--- config.mk ---
export PLATFORM = sky130hd
export DESIGN_NAME = counter_timer_top
export DESIGN_NICKNAME = d
export VERILOG_FILES = /design/src/source/timer_pkg.sv /design/src/source/timer_ifs.sv /design/src/source/counter_timer_high.sv /design/src/source/counter_timer_low.sv /design/src/source/counter_timer_top.sv /design/src/source/timer_bus.sv
export SDC_FILE = /design/constraint.sdc
export NUM_CORES = 1
export LEC_CHECK = 0
export BUFFER_PORTS_ARGS = -buffer_cell sky130_fd_sc_hd__buf_2
export CAP_MARGIN = 20
export CORE_ASPECT_RATIO = 0.9
export CORE_MARGIN = 2
export CORE_UTILIZATION = 50
export CTS_BUF_LIST = sky130_fd_sc_hd__clkbuf_8
export CTS_CLUSTER_SIZE = 40
export DETAILED_ROUTE_END_ITERATION = 8
export GPL_TIMING_DRIVEN = 0
export PLACE_DENSITY_LB_ADDON = 0.2
export SLEW_MARGIN = 20
export SYNTH_ARGS = -nofsm -noshare
export SYNTH_HDL_FRONTEND = slang
export SYNTH_SLANG_ARGS = --single-unit
--- constraint.sdc ---
create_clock -name clkin -period 5.8 [get_ports clkin]
set_clock_uncertainty 0.15 [all_clocks]
set_input_delay 0.29 -clock clkin [delete_from_list [all_inputs] [get_ports clkin]]
set_output_delay 0.29 -clock clkin [all_outputs]
set_load 0.1 [all_outputs]
--- src/source/timer_pkg.sv ---
//##########################################################################
// Counter-timer package
// Register offsets, configuration word layout and shared data types
//##########################################################################
package timer_pkg;

    typedef logic [31:0] word_t;
    typedef logic [3:0]  be_t;

    // Register byte offsets within one counter block
    localparam logic [7:0] CFG_OFS  = 8'h00;
    localparam logic [7:0] VAL_OFS  = 8'h04;
    localparam logic [7:0] DAT_OFS  = 8'h08;
    localparam logic [7:0] HIGH_OFS = 8'h10;  // High counter block

    // Configuration word, bit 0 upwards
    localparam int CFG_WIDTH       = 5;
    localparam int CFG_BIT_ENABLE  = 0;
    localparam int CFG_BIT_ONESHOT = 1;
    localparam int CFG_BIT_UPDOWN  = 2;
    localparam int CFG_BIT_CHAIN   = 3;
    localparam int CFG_BIT_IRQ_ENA = 4;

    typedef struct packed {
        logic irq_ena;   // Interrupt on timeout
        logic chain;     // Pair with the other counter as a 64-bit count
        logic updown;    // 1 counts up, 0 counts down
        logic oneshot;   // 1 stops at end value, 0 reloads
        logic enable;
    } timer_cfg_t;

    // Byte-lane merge of a register write
    function automatic word_t merge_lanes(input word_t old_word, input word_t new_word,
                                          input be_t be);
        word_t merged;
        merged = old_word;
        for (int i = 0; i < 4; i++) begin
            if (be[i]) merged[8*i +: 8] = new_word[8*i +: 8];
        end
        return merged;
    endfunction

endpackage

--- src/source/timer_ifs.sv ---
//##########################################################################
// Counter-timer interfaces
// Register access from the bus block and the low-to-high counter chain
//##########################################################################
`timescale 1ns/10ps

interface timer_reg_if import timer_pkg::*; ();

    logic  cfg_we;       // Lane 0 write of the config word
    be_t   val_we;       // Limit register lanes
    be_t   dat_we;       // Current value lanes
    word_t wdata;
    word_t cfg_rdata;
    word_t val_rdata;
    word_t dat_rdata;

    modport bus (
        output cfg_we, val_we, dat_we, wdata,
        input  cfg_rdata, val_rdata, dat_rdata
    );

    modport ctr (
        input  cfg_we, val_we, dat_we, wdata,
        output cfg_rdata, val_rdata, dat_rdata
    );

endinterface

interface timer_chain_if ();

    logic strobe;        // Low word about to roll over
    logic is_offset;     // Low word counts up to a limit of 0
    logic low_enable;
    logic high_enable;
    logic high_stop;     // High word has reached its end value

    modport low  (output strobe, is_offset, low_enable, input high_enable, high_stop);
    modport high (input strobe, is_offset, low_enable, output high_enable, high_stop);

endinterface

--- src/source/counter_timer_high.sv ---
//##########################################################################
// High-word counter-timer
// 32-bit up/down timer, on its own or as the high half of a 64-bit
// count that steps on the low-word strobe
//##########################################################################
`timescale 1ns/10ps

module counter_timer_high import timer_pkg::*; (
    input  logic         clkin,
    input  logic         resetn,
    timer_reg_if.ctr     regs,
    timer_chain_if.high  chain,
    output logic         irq_o
);

    timer_cfg_t cfg_q;
    word_t      limit_q;
    word_t      value_q;
    logic       last_enable_q;
    logic       stop_q;

    logic  loc_enable;
    logic  start;
    logic  advance;
    word_t start_val;
    word_t end_val;
    word_t next_val;

    always_ff @(posedge clkin or negedge resetn) begin
        if (!resetn) begin
            cfg_q   <= '0;
            limit_q <= '0;
        end else begin
            if (regs.cfg_we) begin
                cfg_q.enable  <= regs.wdata[CFG_BIT_ENABLE];
                cfg_q.oneshot <= regs.wdata[CFG_BIT_ONESHOT];
                cfg_q.updown  <= regs.wdata[CFG_BIT_UPDOWN];
                cfg_q.chain   <= regs.wdata[CFG_BIT_CHAIN];
                cfg_q.irq_ena <= regs.wdata[CFG_BIT_IRQ_ENA];
            end
            if (regs.val_we != 4'b0000) limit_q <= merge_lanes(limit_q, regs.wdata, regs.val_we);
        end
    end

    assign regs.cfg_rdata = {{(32-CFG_WIDTH){1'b0}}, cfg_q};
    assign regs.val_rdata = limit_q;
    assign regs.dat_rdata = value_q;

    assign loc_enable = cfg_q.chain ? (cfg_q.enable && chain.low_enable) : cfg_q.enable;
    assign start      = loc_enable && !last_enable_q;
    assign advance    = !cfg_q.chain || chain.strobe;  // Chained, step once per low rollover

    assign start_val = cfg_q.updown ? 32'd0 : limit_q;
    assign end_val   = !cfg_q.updown ? 32'd0 :
                       (cfg_q.chain && chain.is_offset) ? limit_q - 32'd1 : limit_q;
    assign next_val  = cfg_q.updown ? value_q + 32'd1 : value_q - 32'd1;

    always_ff @(posedge clkin or negedge resetn) begin
        if (!resetn) begin
            value_q       <= '0;
            last_enable_q <= 1'b0;
            stop_q        <= 1'b0;
        end else begin
            last_enable_q <= loc_enable;
            if (regs.dat_we != 4'b0000) begin
                value_q <= merge_lanes(value_q, regs.wdata, regs.dat_we);
            end else if (start) begin
                value_q <= start_val;  // Load even without a strobe
                stop_q  <= 1'b0;
            end else if (loc_enable && advance) begin
                if (value_q == end_val) begin
                    if (cfg_q.oneshot) begin
                        stop_q <= 1'b1;
                    end else begin
                        value_q <= start_val;
                        stop_q  <= 1'b0;
                    end
                end else begin
                    value_q <= next_val;
                    stop_q  <= (next_val == end_val);
                end
            end
        end
    end

    assign chain.high_enable = cfg_q.enable;
    assign chain.high_stop   = stop_q;  // Lets the low word stop

    assign irq_o = stop_q && cfg_q.irq_ena;

    // Chained, only the low strobe moves the high word once running
    a_hold_no_strobe: assert property (@(posedge clkin) disable iff (!resetn)
        cfg_q.chain && !chain.strobe && regs.dat_we == 4'b0000 && !start
        |=> $stable(value_q))
        else $error("counter_timer_high: value moved without strobe");

endmodule

--- src/source/counter_timer_low.sv ---
//##########################################################################
// Low-word counter-timer
// 32-bit up/down timer, one-shot or continuous, and the low half of a
// chained 64-bit count with an early rollover strobe to the high word
//##########################################################################
`timescale 1ns/10ps

module counter_timer_low import timer_pkg::*; (
    input  logic        clkin,
    input  logic        resetn,
    timer_reg_if.ctr    regs,
    timer_chain_if.low  chain,
    output logic        irq_o
);

    timer_cfg_t cfg_q;
    word_t      limit_q;         // Reload / stop value
    word_t      value_q;
    logic       last_enable_q;   // For the enable rising edge
    logic       strobe_q;
    logic       stop_q;

    logic  loc_enable;
    logic  start;
    logic  stop_ok;
    word_t start_val;
    word_t end_val;
    word_t next_val;
    word_t pre_roll;

    // Configuration and limit registers
    always_ff @(posedge clkin or negedge resetn) begin
        if (!resetn) begin
            cfg_q   <= '0;
            limit_q <= '0;
        end else begin
            if (regs.cfg_we) begin
                cfg_q.enable  <= regs.wdata[CFG_BIT_ENABLE];
                cfg_q.oneshot <= regs.wdata[CFG_BIT_ONESHOT];
                cfg_q.updown  <= regs.wdata[CFG_BIT_UPDOWN];
                cfg_q.chain   <= regs.wdata[CFG_BIT_CHAIN];
                cfg_q.irq_ena <= regs.wdata[CFG_BIT_IRQ_ENA];
            end
            if (regs.val_we != 4'b0000) limit_q <= merge_lanes(limit_q, regs.wdata, regs.val_we);
        end
    end

    assign regs.cfg_rdata = {{(32-CFG_WIDTH){1'b0}}, cfg_q};
    assign regs.val_rdata = limit_q;
    assign regs.dat_rdata = value_q;

    // Chained, both words must be enabled to run
    assign loc_enable = cfg_q.chain ? (cfg_q.enable && chain.high_enable) : cfg_q.enable;
    assign start      = loc_enable && !last_enable_q;

    // Chained, stop only once the high word has stopped too
    assign stop_ok = !cfg_q.chain || chain.high_stop;

    assign start_val = cfg_q.updown ? 32'd0 : limit_q;
    assign end_val   = cfg_q.updown ? limit_q : 32'd0;
    assign next_val  = cfg_q.updown ? value_q + 32'd1 : value_q - 32'd1;
    assign pre_roll  = cfg_q.updown ? 32'hffff_fffe : 32'd2;  // Strobe ahead of rollover

    always_ff @(posedge clkin or negedge resetn) begin
        if (!resetn) begin
            value_q       <= '0;
            last_enable_q <= 1'b0;
            strobe_q      <= 1'b0;
            stop_q        <= 1'b0;
        end else begin
            last_enable_q <= loc_enable;
            strobe_q      <= 1'b0;
            if (regs.dat_we != 4'b0000) begin
                value_q <= merge_lanes(value_q, regs.wdata, regs.dat_we);
            end else if (start) begin
                value_q <= start_val;
                stop_q  <= 1'b0;
            end else if (loc_enable) begin
                if (cfg_q.chain) strobe_q <= (value_q == pre_roll);
                if (stop_ok && value_q == end_val) begin
                    if (cfg_q.oneshot) begin
                        stop_q <= 1'b1;  // Hold at end value
                    end else begin
                        value_q <= start_val;
                        stop_q  <= 1'b0;
                    end
                end else begin
                    value_q <= next_val;
                    stop_q  <= stop_ok && (next_val == end_val);
                end
            end
        end
    end

    assign chain.strobe     = strobe_q;
    assign chain.low_enable = cfg_q.enable;
    // Up count to 0 wraps with the high word, so the high word stops one early
    assign chain.is_offset  = cfg_q.updown && (limit_q == 32'd0);

    assign irq_o = stop_q && cfg_q.irq_ena;

    a_strobe_chain: assert property (@(posedge clkin) disable iff (!resetn)
        chain.strobe |-> $past(cfg_q.chain))
        else $error("counter_timer_low: strobe while not chained");

endmodule

--- src/source/counter_timer_top.sv ---
//##########################################################################
// Counter-timer top level
// Bus block and two 32-bit counter-timers, chainable as one 64-bit count
//##########################################################################
`timescale 1ns/10ps

module counter_timer_top import timer_pkg::*; #(
    parameter logic [31:0] BASE_ADR = 32'h2400_0000
) (
    input  logic  clkin,
    input  logic  resetn,
    input  word_t wb_adr_i,
    input  word_t wb_dat_i,
    input  be_t   wb_sel_i,
    input  logic  wb_we_i,
    input  logic  wb_cyc_i,
    input  logic  wb_stb_i,
    output logic  wb_ack_o,
    output word_t wb_dat_o,
    output logic  irq_o
);

    logic lo_irq;
    logic hi_irq;

    timer_reg_if   lo_regs ();
    timer_reg_if   hi_regs ();
    timer_chain_if chain_if ();  // Low word to high word

    timer_bus #(
        .BASE_ADR (BASE_ADR)
    ) u_bus (
        .clkin    (clkin),
        .resetn   (resetn),
        .wb_adr_i (wb_adr_i),
        .wb_dat_i (wb_dat_i),
        .wb_sel_i (wb_sel_i),
        .wb_we_i  (wb_we_i),
        .wb_cyc_i (wb_cyc_i),
        .wb_stb_i (wb_stb_i),
        .wb_ack_o (wb_ack_o),
        .wb_dat_o (wb_dat_o),
        .lo_irq_i (lo_irq),
        .hi_irq_i (hi_irq),
        .irq_o    (irq_o),
        .lo_regs  (lo_regs),
        .hi_regs  (hi_regs)
    );

    counter_timer_low u_low (
        .clkin  (clkin),
        .resetn (resetn),
        .regs   (lo_regs),
        .chain  (chain_if),
        .irq_o  (lo_irq)
    );

    counter_timer_high u_high (
        .clkin  (clkin),
        .resetn (resetn),
        .regs   (hi_regs),
        .chain  (chain_if),
        .irq_o  (hi_irq)
    );

endmodule

--- src/source/timer_bus.sv ---
//##########################################################################
// Counter-timer bus block
// Wishbone address decode, write enables, read mux, ack and irq combine
//##########################################################################
`timescale 1ns/10ps

module timer_bus import timer_pkg::*; #(
    parameter logic [31:0] BASE_ADR = 32'h2400_0000
) (
    input  logic         clkin,
    input  logic         resetn,
    input  word_t        wb_adr_i,
    input  word_t        wb_dat_i,
    input  be_t          wb_sel_i,
    input  logic         wb_we_i,
    input  logic         wb_cyc_i,
    input  logic         wb_stb_i,
    output logic         wb_ack_o,
    output word_t        wb_dat_o,
    input  logic         lo_irq_i,
    input  logic         hi_irq_i,
    output logic         irq_o,
    timer_reg_if.bus     lo_regs,
    timer_reg_if.bus     hi_regs
);

    logic       valid;
    logic [5:0] sel;     // lo cfg, val, dat then hi cfg, val, dat
    logic       irq_q;

    function automatic word_t reg_adr(input logic [7:0] ofs);
        return BASE_ADR | {24'd0, ofs};
    endfunction

    assign valid  = wb_cyc_i && wb_stb_i;
    assign sel[0] = valid && (wb_adr_i == reg_adr(CFG_OFS));
    assign sel[1] = valid && (wb_adr_i == reg_adr(VAL_OFS));
    assign sel[2] = valid && (wb_adr_i == reg_adr(DAT_OFS));
    assign sel[3] = valid && (wb_adr_i == reg_adr(HIGH_OFS | CFG_OFS));
    assign sel[4] = valid && (wb_adr_i == reg_adr(HIGH_OFS | VAL_OFS));
    assign sel[5] = valid && (wb_adr_i == reg_adr(HIGH_OFS | DAT_OFS));

    // Config is a single byte, so only lane 0 counts
    assign lo_regs.cfg_we = sel[0] && wb_we_i && wb_sel_i[0];
    assign lo_regs.val_we = sel[1] ? (wb_sel_i & {4{wb_we_i}}) : 4'b0000;
    assign lo_regs.dat_we = sel[2] ? (wb_sel_i & {4{wb_we_i}}) : 4'b0000;
    assign lo_regs.wdata  = wb_dat_i;
    assign hi_regs.cfg_we = sel[3] && wb_we_i && wb_sel_i[0];
    assign hi_regs.val_we = sel[4] ? (wb_sel_i & {4{wb_we_i}}) : 4'b0000;
    assign hi_regs.dat_we = sel[5] ? (wb_sel_i & {4{wb_we_i}}) : 4'b0000;
    assign hi_regs.wdata  = wb_dat_i;

    always_comb begin
        wb_dat_o = '0;
        if (sel[0])      wb_dat_o = lo_regs.cfg_rdata;
        else if (sel[1]) wb_dat_o = lo_regs.val_rdata;
        else if (sel[2]) wb_dat_o = lo_regs.dat_rdata;
        else if (sel[3]) wb_dat_o = hi_regs.cfg_rdata;
        else if (sel[4]) wb_dat_o = hi_regs.val_rdata;
        else if (sel[5]) wb_dat_o = hi_regs.dat_rdata;
    end

    assign wb_ack_o = |sel;  // No wait states

    always_ff @(posedge clkin or negedge resetn) begin
        if (!resetn) irq_q <= 1'b0;
        else         irq_q <= lo_irq_i || hi_irq_i;
    end

    assign irq_o = irq_q;

    a_sel_onehot: assert property (@(posedge clkin) disable iff (!resetn) $onehot0(sel))
        else $error("timer_bus: more than one register selected");
    a_ack_valid: assert property (@(posedge clkin) disable iff (!resetn)
        wb_ack_o |-> wb_cyc_i && wb_stb_i)
        else $error("timer_bus: ack without cyc and stb");

endmodule

Word level (Yosys, flattened, before mapping)
Index checks and enable logic that the tools add are counted. Widths: inputs -> output; s select.

Equality and inequality tests: 21. Bitwise logic cells: 3. Add/sub/neg operators: 5. Reductions and logical operators: 56. Multiplexer cells: 50.

Operators by type and width (count): $mux 32 (24); $eq 32x30->1 const B (6); $eq 32x32->1 (5); $sub 32x1->32 const B (3); $add 32x1->32 const B (2); $mux 8 (8); $logic_not 32->1 (1); $reduce_and 3->1 (8); $logic_and 1x1->1 (21); $reduce_and 2->1 (10); $mux 4 (4); $ne 2x1->1 const B (8); $reduce_bool 4->1 (4); $mux 1 (14); $ne 4x4->1 const B (2); $reduce_bool 3->1 (2); $reduce_or 6->1 (1); $and 4x4->4 (1); $logic_not 1->1 (4); $reduce_bool 2->1 (2); $logic_or 1x1->1 (3); $not 1->1 (2).

Bits of input ports: 73. Register bits after elaboration: 144. Logic and storage cells: 167. Output and inout port bits: 34.

Depth between registers and ports, before layout
Depth after elaboration: 10. Mapped depth: 19. Mapped depth without buffers: 14.

Cells and area by module
A second synthesis with hierarchy kept.

Cells, all modules: 2294. Area, all modules: 18051.1 um2.

Modules (own cells, without submodules): counter_timer_high (instances 1, area an instance 8293.0 um2, cells each 1012, sequential area each 1776.7 um2); counter_timer_low (instances 1, area an instance 7074.3 um2, cells each 871, sequential area each 1801.7 um2); timer_bus (instances 1, area an instance 2683.8 um2, cells each 411, sequential area each 25.0 um2).

Least setup slack after synthesis
Ideal clock, no wire load.

Kind: flip-flop to flip-flop. From: register u_high.cfg_q (netlist bit u_high.regs.cfg_rdata[2]). To: register u_high.stop_q (netlist: u_high.chain.high_stop). Path buffers: 4. Data required time: 5.540 ns. Slack: -0.092 ns. Arrival: 5.632 ns. Library setup time: 0.110 ns. Clock period less this slack: 5.892 ns. Cell stages (with the launch flop): 19. Path through: dfrtp_1 > inv_1 > clkbuf_1 > clkbuf_1 > buf_1 > clkbuf_1 > ha_1 > nor2b_1 > o31a_1 > o211a_1 > or2_2 > a311oi_1 > xor2_1 > mux2_2 > a21o_1 > a21oi_1 > nor4b_1 > o2111ai_1 > o41ai_1.

Longest elaborated chain between the ends: 5. Elaborated cells on any way between the ends: 7. Those cells by class: eq/ne: 2; mux: 5.

Ends and longest elaborated chain: start, declared (line counter_timer_high.sv:16) `timer_cfg_t cfg_q;`; $mux 32 (on tied branches) (line counter_timer_high.sv:56, counter_timer_high.sv:54); $eq 32x32->1 (on tied branches) (line counter_timer_high.sv:80, counter_timer_high.sv:71); $mux 1 * (line counter_timer_high.sv:71) `if (value_q == end_val) begin`; $mux 1 * (line counter_timer_high.sv:70) `end else if (loc_enable && advance) begin`; $mux 1 * (line counter_timer_high.sv:67) `end else if (start) begin`; end signal, assigned (line counter_timer_high.sv:80) `stop_q <= (next_val == end_val);`; end, declared (line counter_timer_high.sv:20) `logic stop_q;`.

Every way passes the cells marked *; elsewhere a longest branch is shown, timed or not. The select of a mux whose other input is x is not followed. A chain may end at the register's enable or synchronous reset.

Worst setup path in the final report
From: register u_high.cfg_q (netlist bit u_high.regs.cfg_rdata[2]). To: output port wb_dat_o[2].

Longest elaborated chain between the ends: 4.

Ends and longest elaborated chain: $mux 32 (line timer_bus.sv:58) `else if (sel[3]) wb_dat_o = hi_regs.cfg_rdata;`; $mux 32 (line timer_bus.sv:57) `else if (sel[2]) wb_dat_o = lo_regs.dat_rdata;`; $mux 32 (line timer_bus.sv:56) `else if (sel[1]) wb_dat_o = lo_regs.val_rdata;`; $mux 32 (line timer_bus.sv:55) `if (sel[0]) wb_dat_o = lo_regs.cfg_rdata;`; end, declared (line counter_timer_top.sv:19) `output word_t wb_dat_o,`.

No other way between the ends.

==> flow_summary_export.csv <==
group,metric,value,unit
place,pre_cts_slack,-2.06,ns
global_route,grt_usage,0.413,
sta,setup_ws,0.0761,ns
power_and_ir_drop,leakagePower,7.00,nW
power_and_ir_drop,max-vdd-ir-drop,0.000140,V
critical_path,crit_path_start_kind,"register",
sta,min_period,5.72,ns
synthesis,syn_area_per_cell,7.80,um^2
min_path,hold_path.class,"in2reg",
synthesis,synth_flop_cell,"dfrtp_1",
critical_path,crit_required,5.36,ns
critical_path,worstSetupEndpointType,"output pin",
die,die_y,171,um
clock_tree,clk_pin_slew,0.10,ns
final_layout,fin_util,0.571,
final_layout,drive_gt1_frac,0.162,
job,drv_cap,0,
die,dieArea,32500,um^2
global_route,grt_max_degree,96,
min_path,min_to,"u_low.regs.val_rdata[4]",
clock_tree,tritoncts.num_buffers,17,
place,globalplace.congestion,1.05,
sta,relSlewSlack,0.231,
sta,slew_viol_final,0,
synthesis,synth_area,15500,um^2
place,port_buffers,105,
critical_path,crit_slowest_cell,"clkbuf_1",
die,die_w,190,um
final_layout,antennaDiodeCount,0,
critical_path,crit_chain,"clkbuf_1 > buf_1 > clkbuf_1 > buf_1 > clkbuf_1 > mux2i_1 > nor2_1 > a21oi_1 > o221ai_1 > buf_2",
detailed_routing,drt-total-wl,68.2,mm
clock_tree,worstSkewPairLatency,0.50,ns
final_layout,final_nets,2286,
detailed_routing,viasPerCell,6.81,
synthesis,synth_edf_count,0,
critical_path,crit_top_cell,"clkbuf_1",
sta,hold_viol_final,0,
detailed_routing,drtAntennaViolNets,0,
synthesis,synth_top_area_frac,0.232,
critical_path,rr_endpoint,"u_low.stop_q",
sta,tightest_slew,1.14,ns
final_layout,fill_cells,2955,
synthesis,ys_seq_elements,144,
status,outcome,"complete, no violations",
global_route,grt_overflow,0,
sta,whs,0.0190,ns
synthesis,synth_area_leaders,"dfrtp_1 23%, mux2_2 8.2%, nand2_1 5.4%, o21ai_0 5.4%, xnor2_1 5.1%",
global_route,grt_pass1_wl,99.6,mm
synthesis,synth-async-reset-ratio,1.00,
clock_tree,clock-sinks,144,
synthesis,yosysTopAreaCell,"dfrtp_1",
detailed_routing,first_iter_violations,2338,
min_path,worst_hold_path.num_cells,2,
sta,finalSetupViolations,0,
critical_path,worstReg2RegStart,"u_low.regs.cfg_rdata[2]",
critical_path,crit_fanout,10,
min_path,holdCritStartpoint,"wb_dat_i[4]",
final_layout,final_area,17600,um^2
global_route,antenna_found_initial,0,
synthesis,yosysUniqueCellTypes,93,
critical_path,critPathBufInv,6,
critical_path,crit_arrival,5.28,ns
clock_tree,cts_root_buf,"clkbuf_8",
die,start_util,0.505,
sta,finalCritPeriodShare,0.987,
place,dp_hpwl,54.1,mm
sta,rsz0062_at_grt,"no",
power_and_ir_drop,power-per-cell-area,114,nW/um^2
critical_path,critical_path.max_stage_delay,0.68,ns
place,post_dp_cell_area,16600,um^2
die,io-pin-count,107,
clock_tree,tritoncts,"done",
critical_path,reg2regPathDepth,16,
detailed_routing,wl_per_cell,26.5,um
detailed_routing,vias,17500,
clock_tree,htree_levels,4,
final_layout,area_delta_synth_final,13.1,%
die,fp-row-count,61,
synthesis,ys_warn_count,0,
clock_tree,clockBufferDepth,2,
critical_path,crit_family,"buffers and inverters",
sta,max_freq,175,MHz
critical_path,critical_path_class,"reg2out",
synthesis,syn_inst,1990,
synthesis,syn-num-nets,2126,
detailed_routing,drc_errors,0,
synthesis,synth-seq-area-share,0.232,
critical_path,rrSetupSlack,0.10,ns
detailed_routing,dr.pass1.iters,6,
die,core_area,30800,um^2
global_route,grt_pass1_vias,15900,
## area by class of cell
cell class	count	area, um^2	area share
repair buffers	145	926	0.0527
well taps	409	512	0.0291
plain buffers	134	577	0.0328
inverters	64	245	0.0140
clock inverters	15	174	0.00990
clock buffers	17	234	0.0133
multi-input cells	1644	11300	0.643
flip-flops and latches	144	3610	0.205
## synthesized netlist by cell type, types with 9 or more instances
cell / n
nand2_1: 225
o21ai_0: 167
dfrtp_1: 144
a21oi_1: 129
nor2_1: 129
mux2_2: 113
clkbuf_1: 109
xnor2_1: 90
inv_1: 62
ha_1: 61
nor4_1: 55
xor2_1: 47
nand3_1: 45
a22oi_1: 37
a31oi_1: 34
mux2i_1: 34
nor3_1: 33
nand4_1: 32
a21o_1: 31
nor2b_1: 28
and3_1: 26
or3_1: 20
or4_1: 17
a31o_1: 16
nand2b_1: 14
nand3b_1: 14
buf_1: 13
a221oi_1: 12
o31ai_1: 12
or2_2: 11
buf_2: 10
and2_1: 9
o211ai_1: 9
o221ai_1: 9
## registers in the layout, indices dropped and copies added, names as in the netlist
name / cells
u_high.regs.dat_rdata: 32
u_high.regs.val_rdata: 32
u_low.regs.dat_rdata: 32
u_low.regs.val_rdata: 32
u_high.regs.cfg_rdata: 4
u_low.regs.cfg_rdata: 4
u_bus.irq_o: 1
u_high.chain.high_enable: 1
u_high.chain.high_stop: 1
u_high.last_enable_q: 1
u_low.chain.low_enable: 1
u_low.chain.strobe: 1
u_low.last_enable_q: 1
u_low.stop_q: 1
## metrics by stage
stage / total power, mW / cells / TNS (ns)
final: 1.99 / 2572 / 0
after global routing: 2.04 / 2572 / 0
after CTS: 1.99 / 2563 / -0.0437
after detailed placement: 1.12 / 2507 / -19.50
after global placement: 1.11 / 2504 / -30.14
after floorplan: 1.04 / 1990 / 0
## cell usage in the layout, fill, tap and decap left out, drive strengths merged, types with 9 or more instances in the layout
cell         Yosys  layout
a21o            31      31
a21oi          130     130
a221oi          13      13
a22oi           37      37
a31o            19      19
a31oi           34      34
and2             9       9
and3            26      26
buf             29     150
clkbuf         109     122
dfrtp          144     144
dlygate4sd3      0      24
ha              61      61
inv             62      69
mux2           113     113
mux2i           34      34
nand2          227     227
nand2b          14      14
nand3           46      46
nand3b          14      14
nand4           33      33
nor2           129     129
nor2b           28      28
nor3            33      33
nor4            59      59
o211ai           9       9
o21ai          176     176
o221ai           9       9
o31ai           13      13
or2             13      13
or3             20      20
or4             18      18
xnor2           90      90
xor2            47      47
## timing repair
action	in CTS	in global routing
cloned	0	0
gates resized for setup	24	21
endpoints found under the hold margin	94	0
endpoints found under the setup margin	33	34
setup buffers	2	11
pin swaps	2	3
hold buffers	24	0
## power breakdown
part / switching, mW / internal [mW] / total (mW)
logic: 0.0743 / 0.0361 / 0.110
clock network: 0.484 / 0.396 / 0.880
registers: 0.000000377 / 1.00 / 1.00
## cell families after synthesis
group / after synthesis / share of synthesized area
fa+ha+maj: 63 / 0.0517
buf+inv: 202 / 0.0521
mux: 147 / 0.104
simple gates: 702 / 0.231
compound gates: 594 / 0.250
flops: 144 / 0.232
xor+xnor: 138 / 0.0787
## worst max path at each step
| stage | startpoint | end | slack [ns] | cells after the start |
|---|---|---|---|---|
| 4_1_cts | u_high.regs.cfg_rdata[2] | u_high.chain.high_stop | -0.04 | 17 |
| 2_1_floorplan | u_low.regs.cfg_rdata[2] | u_low.stop_q | 0.11 | 18 |
| 3_5_place_dp | u_high.regs.cfg_rdata[2] | u_high.chain.high_stop | -2.06 | 19 |
| 5_1_grt | u_low.regs.val_rdata[3] | u_high.regs.dat_rdata[29] | 0.0003 | 16 |
| 6_report | u_high.regs.cfg_rdata[2] | wb_dat_o[2] | 0.08 | 10 |
| 3_3_place_gp | u_low.regs.cfg_rdata[2] | u_low.stop_q | -2.24 | 18 |
## routing by layer
metal,share of wire,track usage,wire length (um),vias to the layer above
li1,-,-,-,7726
met1,0.44,0.603,29800,8579
met2,0.41,0.595,28100,1090
met3,0.13,0.115,8610,122
met4,0.024,0.110,1640,0
met5,0,0,0,-
Note: power is estimated with default switching activity, not from simulation.
